--- src/verilog/chess_pkg.sv ---
`default_nettype none

package chess_pkg;

    // piece kind in the low three bits of a square.
    typedef enum logic [2:0] {
        empty  = 3'd0,
        pawn   = 3'd1,
        bishop = 3'd2,
        knight = 3'd3,
        rook   = 3'd4,
        queen  = 3'd5,
        king   = 3'd6
    } piece_e;

    typedef enum logic {
        white = 1'b0,
        black = 1'b1
    } color_e;

    // an empty square is white with kind empty, so all zeros.
    typedef struct packed {
        color_e color;
        piece_e kind;
    } square_t;

    // row in [5:3], column in [2:0].
    typedef logic [5:0] square_addr_t;

    typedef square_t [63:0] board_t;

    typedef struct packed {
        logic left;
        logic right;
        logic up;
        logic down;
        logic center;
    } buttons_t;

    typedef struct packed {
        logic         valid;
        square_addr_t from;
        square_addr_t to;
    } move_cmd_t;

    typedef struct packed {
        logic         valid;
        square_addr_t addr;
    } selection_t;

    typedef enum logic {
        pick_piece  = 1'b0,
        pick_target = 1'b1
    } ctrl_state_e;

    // white king's pawn.
    localparam square_addr_t CURSOR_START = 6'd52;

    function automatic board_t start_board();
        board_t b;
        piece_e back [8];
        back = '{rook, knight, bishop, queen, king, bishop, knight, rook};
        b = '0;
        for (int col = 0; col < 8; col++) begin
            b[col]      = '{color: black, kind: back[col]};
            b[8 + col]  = '{color: black, kind: pawn};
            b[48 + col] = '{color: white, kind: pawn};
            b[56 + col] = '{color: white, kind: back[col]};
        end
        return b;
    endfunction

endpackage

`default_nettype wire

--- src/verilog/button_conditioner.sv ---
`default_nettype none

module button_conditioner #(
    parameter int DEBOUNCE_CYCLES = 4
) (
    input  logic                clk,
    input  logic                rst,
    input  chess_pkg::buttons_t buttons,
    output chess_pkg::buttons_t presses
);
    import chess_pkg::*;

    localparam int NUM_BUTTONS = $bits(buttons_t);
    localparam int CNT_W = $clog2(DEBOUNCE_CYCLES + 1);

    logic [NUM_BUTTONS-1:0] raw;
    logic [NUM_BUTTONS-1:0] level;
    logic [NUM_BUTTONS-1:0] level_q;
    logic [CNT_W-1:0]       count [NUM_BUTTONS];

    assign raw = buttons;

    // a raw level that differs from the accepted one must hold for
    // DEBOUNCE_CYCLES samples before it is taken over.
    always_ff @(posedge clk) begin
        if (rst) begin
            level <= '0;
            for (int i = 0; i < NUM_BUTTONS; i++) begin
                count[i] <= '0;
            end
        end else begin
            for (int i = 0; i < NUM_BUTTONS; i++) begin
                if (raw[i] == level[i]) begin
                    count[i] <= '0;
                end else if (count[i] == CNT_W'(DEBOUNCE_CYCLES - 1)) begin
                    level[i] <= raw[i];
                    count[i] <= '0;
                end else begin
                    count[i] <= count[i] + CNT_W'(1);
                end
            end
        end
    end

    // one pulse per debounced rising edge.
    always_ff @(posedge clk) begin
        if (rst) begin
            level_q <= '0;
            presses <= '0;
        end else begin
            level_q <= level;
            presses <= level & ~level_q;
        end
    end

endmodule

`default_nettype wire

--- src/verilog/board_state.sv ---
`default_nettype none

module board_state (
    input  logic                 clk,
    input  logic                 rst,
    input  chess_pkg::move_cmd_t move_cmd,
    output chess_pkg::board_t    board
);
    import chess_pkg::*;

    localparam square_t EMPTY_SQUARE = '{color: white, kind: empty};

    board_t next_board;

    // the mover overwrites whatever stood on the target, which is how a
    // capture happens.
    always_comb begin
        next_board = board;
        if (move_cmd.valid) begin
            next_board[move_cmd.to]   = board[move_cmd.from];
            next_board[move_cmd.from] = EMPTY_SQUARE;
        end
    end

    always_ff @(posedge clk) begin
        if (rst) begin
            board <= start_board();
        end else begin
            board <= next_board;
        end
    end

endmodule

`default_nettype wire

--- src/verilog/move_controller.sv ---
`default_nettype none

module move_controller (
    input  logic                    clk,
    input  logic                    rst,
    input  chess_pkg::buttons_t     presses,
    input  chess_pkg::board_t       board,
    output chess_pkg::square_addr_t cursor,
    output chess_pkg::selection_t   selection,
    output chess_pkg::color_e       turn,
    output chess_pkg::move_cmd_t    move_cmd
);
    import chess_pkg::*;

    ctrl_state_e state;
    logic [2:0]  row;
    logic [2:0]  col;
    square_t     under_cursor;
    logic        cursor_owned;

    assign row = cursor[5:3];
    assign col = cursor[2:0];

    assign under_cursor = board[cursor];
    assign cursor_owned = (under_cursor.kind != empty) && (under_cursor.color == turn);

    // up is toward row 0, black's side. edges clamp.
    always_ff @(posedge clk) begin
        if (rst) begin
            cursor <= CURSOR_START;
        end else if (presses.left) begin
            if (col != 3'd0) begin
                cursor <= cursor - 6'd1;
            end
        end else if (presses.right) begin
            if (col != 3'd7) begin
                cursor <= cursor + 6'd1;
            end
        end else if (presses.up) begin
            if (row != 3'd0) begin
                cursor <= cursor - 6'd8;
            end
        end else if (presses.down) begin
            if (row != 3'd7) begin
                cursor <= cursor + 6'd8;
            end
        end
    end

    always_ff @(posedge clk) begin
        if (rst) begin
            state     <= pick_piece;
            selection <= '0;
            turn      <= white;
            move_cmd  <= '0;
        end else begin
            move_cmd.valid <= 1'b0;
            if (presses.center) begin
                case (state)
                    pick_piece: begin
                        // only the side to move may pick up a piece.
                        if (cursor_owned) begin
                            selection <= '{valid: 1'b1, addr: cursor};
                            state     <= pick_target;
                        end
                    end
                    pick_target: begin
                        if (cursor == selection.addr) begin
                            selection <= '0;
                            state     <= pick_piece;
                        end else if (cursor_owned) begin
                            selection.addr <= cursor;
                        end else begin
                            // empty or enemy square, the piece goes there.
                            move_cmd  <= '{valid: 1'b1, from: selection.addr, to: cursor};
                            turn      <= (turn == white) ? black : white;
                            selection <= '0;
                            state     <= pick_piece;
                        end
                    end
                    default: begin
                        state <= pick_piece;
                    end
                endcase
            end
        end
    end

endmodule

`default_nettype wire

--- src/verilog/chess_top.sv ---
`default_nettype none

module chess_top #(
    parameter int DEBOUNCE_CYCLES = 4
) (
    input  logic                    clk,
    input  logic                    rst,
    input  chess_pkg::buttons_t     buttons,
    output chess_pkg::board_t       board,
    output chess_pkg::square_addr_t cursor,
    output chess_pkg::selection_t   selection,
    output chess_pkg::color_e       turn
);
    import chess_pkg::*;

    buttons_t  presses;
    move_cmd_t move_cmd;

    button_conditioner #(
        .DEBOUNCE_CYCLES(DEBOUNCE_CYCLES)
    ) button_conditioner_inst (
        .clk    (clk),
        .rst    (rst),
        .buttons(buttons),
        .presses(presses)
    );

    move_controller move_controller_inst (
        .clk      (clk),
        .rst      (rst),
        .presses  (presses),
        .board    (board),
        .cursor   (cursor),
        .selection(selection),
        .turn     (turn),
        .move_cmd (move_cmd)
    );

    // board is read back by the controller for the ownership check.
    board_state board_state_inst (
        .clk     (clk),
        .rst     (rst),
        .move_cmd(move_cmd),
        .board   (board)
    );

endmodule

`default_nettype wire

--- config.mk ---
export PLATFORM = sky130hd
export DESIGN_NAME = chess_top
export DESIGN_NICKNAME = d
export VERILOG_FILES = /design/src/verilog/chess_pkg.sv /design/src/verilog/button_conditioner.sv /design/src/verilog/board_state.sv /design/src/verilog/move_controller.sv /design/src/verilog/chess_top.sv
export SDC_FILE = /design/constraint.sdc
export NUM_CORES = 1
export LEC_CHECK = 0
export BUFFER_PORTS_ARGS = -buffer_cell sky130_fd_sc_hd__buf_2
export CAP_MARGIN = 40
export CORE_ASPECT_RATIO = 0.8
export CORE_MARGIN = 5
export CORE_UTILIZATION = 56
export CTS_CLUSTER_DIAMETER = 120
export DETAILED_ROUTE_END_ITERATION = 7
export PLACE_DENSITY = 0.8
export SYNTH_ARGS = -nofsm -noshare
export SYNTH_HDL_FRONTEND = slang
export SYNTH_SLANG_ARGS = --single-unit
--- constraint.sdc ---
create_clock -name clk -period 3.3 [get_ports clk]
set_input_delay 0.165 -clock clk [delete_from_list [all_inputs] [get_ports clk]]
set_output_delay 0.165 -clock clk [all_outputs]
set_load 0.1 [all_outputs]
==> impl_metrics.toml <==
[global_route]
overflow = 0
grt_start_max_net_pins = 111
via_count_of_the_first_global_routing_pass = 15930
grtUsageTotal_pct = 40.98
wire_length_of_the_first_global_routing_pass_mm = 99.01
antenna_found_initial = 1

[clock_tree]
clock-sinks = 314
cts_post_setup_buffers_inserted = 0
cts_inserted_buffers = 31
cts.reportedPaths.clkPinSlew_ns = 0.07
root_buffer = "sky130_fd_sc_hd__clkbuf_16"
h-tree-depth = 1
clk_path_buf_depth = 3
cts_tree = "built"
worst_skew_pair.late_latency_ns = 0.57

[sta]
rsz0062_at_grt = "no"
setup-tns-final_ns = 0
final_min_period_ns = 3.256
worst_hold_slack_ns = 0.1645
finalClockSkew_ns = 0.01222
worstMarginPinSlew_ns = 1.011
fmax_mhz = 307.1
slew_headroom_pct = 32.42
setup-violations-final = 0
slew_viol_final = 0
final.period_utilization_pct = 98.68
pnr_worst_setup_slack_ns = 0.04363
timing_hold_violations_final = 0

[route]
drc = 9
detailed_route_iter0_violations = 2953
vias = 17320
detail_route.wirelength_mm = 67.08
detailedRoute.firstPassIterationCount = 8
via_per_inst = 7.115
wl_per_cell_um = 27.56
routed_antenna_nets = 0

[hold_path]
min_delay_worst_endpoint = "button_conditioner_inst.level[2]"
hold_path_cells = 2
holdCritStartpoint = "rst"
holdCritPathClass = "in2reg"

[worst_setup_path]
r2r_end = "board_state_inst.board[118]"
path_max_fanout = 24
criticalPathCategory = "reg2reg"
slowest_cell_on_the_critical_path = "sky130_fd_sc_hd__nor3b_2"
setup.reg_to_reg.worst_slack_ns = 0.04
slowest_delay_ns = 0.79
worstReg2RegStart = "move_controller_inst.move_cmd[8]"
critical_path_required_ns = 3.80
cp_cell_sequence = "nor3b_2 > buf_12 > a22o_1 > a221oi_1 > a31oi_1 > buf_4 > nor4_2 > nand2_2 > buf_4 > a22oi_1 > nor2_1"
cp_common_cell = "sky130_fd_sc_hd__buf_4"
worstSetupEndpointType = "flip-flop"
cp_data_arrival_time_ns = 3.76
critical_path.startpoint_type = "flip-flop"
r2r_cells = 11

[cells_and_area]
n_antenna_cell = 0
drive_gt1_share_pct = 22.27
nFillCells = 2199
area_growth_syn_to_layout_pct = 21.65
multiInputGateArea_mm2 = 0.008318
final_net_count = 2068
final_area_mm2 = 0.01877
register_area_mm2 = 0.006447

[yosys]
yosysWarningCount = 0
syn_area_mm2 = 0.01543
synth_top_area_cell = "sky130_fd_sc_hd__dfxtp_1"
synth-seq-area-share_pct = 41.70
synthDistinctLibCells = 66
synth-edff-count = 15
post_synthesis_async_set_or_reset_flop_share_pct = 0
top_cells_by_instance_count_after_synthesis = "sky130_fd_sc_hd__nor2_1 (382), sky130_fd_sc_hd__dfxtp_1 (299), sky130_fd_sc_hd__a22oi_1 (270)"
synth-seq-cells = 314
syn_avg_cell_area_um2 = 8.603
top_reg_cell_synth = "sky130_fd_sc_hd__dfxtp_1"
yosysMostFrequentCell = "sky130_fd_sc_hd__nor2_1"
post_synth_main_area_contributors = "sky130_fd_sc_hd__dfxtp_1 (39%), sky130_fd_sc_hd__a22oi_1 (13%), sky130_fd_sc_hd__nor2_1 (9.3%), sky130_fd_sc_hd__a221o_1 (3.6%), sky130_fd_sc_hd__mux4_2 (3.2%)"
post_synth_inst_count = 1794
yosys.area.top_type_share_pct = 38.78

[floorplanning]
fp.dieW_um = 195.6
design.die.area_mm2 = 0.03100
ioPinCount = 277
placement_rows = 54
core_area_mm2 = 0.02723
die_h_um = 158.5
start_util_pct = 56.68

[place]
gpl.final_weighted_congestion = 1.004
detailedPlacementHpwl_mm = 46.36
portBuffers = 276
placed_cell_area_mm2 = 0.01749
dp_worst_setup_slack_ns = 0.006290

[run_status]
failed_checks = "DRC"
outcome = "complete, but fails checks"

[power]
ir_worst_vdd_mv = 0.4327
powerDensity_mw_per_mm2 = 433.0
power.static_leakage_nw = 7.044

[run]
drv_cap = 0
[worst max path at each step]
| stage | from | endpoint |
|---|---|---|
| after floorplan | move_controller_inst.cursor[2] | move_controller_inst.turn |
| after global placement | move_controller_inst.move_cmd[7] | board_state_inst.board[63] |
| after detailed placement | move_controller_inst.move_cmd[8] | board_state_inst.board[43] |
| after CTS | move_controller_inst.move_cmd[6] | board_state_inst.board[118] |
| after global routing | move_controller_inst.move_cmd[8] | board_state_inst.board[86] |
| final | move_controller_inst.move_cmd[8] | board_state_inst.board[118] |
[cell type report]
type,instances,share of cell area (%)
clock buffer,40,4.698
clock inverter,17,1.493
inverter,34,0.6798
multi-input combinational,1302,44.31
sequential,314,34.34
tap,364,2.426
timing repair buffer,363,12.06
[power by group]
group          total, mW  leakage (nW)  switching, mW  internal, mW
Sequential          3.86          2.57         0.0206          3.84
Combinational      0.247          3.91          0.177        0.0699
Clock               4.02         0.565           1.58          2.44
[placed cells by master, fill, tap and decap left out, types with 5 or more instances in the layout]
| master | n |
|---|---|
| sky130_fd_sc_hd__dlygate4sd3_1 | 5 |
| sky130_fd_sc_hd__o211ai_1 | 5 |
| sky130_fd_sc_hd__edfxtp_1 | 15 |
| sky130_fd_sc_hd__a221o_1 | 56 |
| sky130_fd_sc_hd__a31oi_1 | 36 |
| sky130_fd_sc_hd__a22oi_1 | 270 |
| sky130_fd_sc_hd__or3_1 | 13 |
| sky130_fd_sc_hd__nor4_1 | 26 |
| sky130_fd_sc_hd__inv_1 | 33 |
| sky130_fd_sc_hd__xor2_1 | 6 |
| sky130_fd_sc_hd__dfxtp_1 | 294 |
| sky130_fd_sc_hd__a221oi_1 | 32 |
| sky130_fd_sc_hd__mux2i_1 | 19 |
| sky130_fd_sc_hd__bufinv_16 | 7 |
| sky130_fd_sc_hd__buf_2 | 275 |
| sky130_fd_sc_hd__nor2b_1 | 14 |
| sky130_fd_sc_hd__buf_12 | 16 |
| sky130_fd_sc_hd__nand3_1 | 12 |
| sky130_fd_sc_hd__nand3b_1 | 11 |
| sky130_fd_sc_hd__ha_1 | 14 |
| sky130_fd_sc_hd__buf_4 | 65 |
| sky130_fd_sc_hd__nand2_1 | 50 |
| sky130_fd_sc_hd__nor2_1 | 380 |
| sky130_fd_sc_hd__a22o_1 | 32 |
| sky130_fd_sc_hd__o21ai_0 | 78 |
| sky130_fd_sc_hd__clkbuf_16 | 33 |
| sky130_fd_sc_hd__mux4_2 | 22 |
| sky130_fd_sc_hd__conb_1 | 15 |
| sky130_fd_sc_hd__a211oi_1 | 10 |
| sky130_fd_sc_hd__nor3_1 | 89 |
| sky130_fd_sc_hd__xnor2_1 | 8 |
| sky130_fd_sc_hd__a21oi_1 | 24 |
| sky130_fd_sc_hd__o2bb2ai_1 | 6 |
[cell families after synthesis]
kind of cell | Yosys count | share of synthesized area (%)
buf+inv | 192 | 5.261
simple gates | 634 | 18.22
fa+ha+maj | 15 | 1.265
xor+xnor | 14 | 0.7945
flops | 314 | 41.70
mux | 44 | 4.662
other cells | 1 | 0.02430
compound gates | 580 | 28.07
[flip-flops by register name, indices dropped and copies added (netlist names)]
register,cells
move_controller_inst.state,1
button_conditioner_inst.level,5
button_conditioner_inst.count,15
button_conditioner_inst.presses,5
board_state_inst.board,256
move_controller_inst.cursor,6
button_conditioner_inst.level_q,5
move_controller_inst.move_cmd,13
move_controller_inst.selection,7
move_controller_inst.turn,1
[through the flow]
step | power, mW | cells | utilization [%]
3_5_place_dp | 4.181 | 2371 | 64.24
4_1_cts | 8.099 | 2433 | 68.72
6_report | 8.129 | 2434 | 68.95
2_1_floorplan | 4.120 | 1808 | -
5_1_grt | 8.297 | 2434 | 68.95
3_3_place_gp | 4.177 | 2371 | 64.24
[repair_timing]
action | CTS | global route
endpoints found under the hold margin | 5 | 0
gates cloned | 0 | 0
setup endpoints to repair | 2 | 186
gates resized for setup | 1 | 11
hold buffers | 5 | 0
[critical path, delay by kind of cell, from the launching register on]
kind,cells,cell delay (ns)
AOI/OAI and AO/OA,4,0.77
buffers and inverters,3,0.79
and+or+nand+nor,4,1.11
DFF,1,0.48
[metal layers]
layer / routed length (um) / up-vias / track usage (%)
li1: - / 7297 / -
met1: 24900 / 8043 / 54.71
met2: 26700 / 1613 / 59.12
met3: 10970 / 364 / 13.90
met4: 4502 / 2 / 21.57
met5: 11 / - / 0
Note: power is estimated with default switching activity, not from simulation.
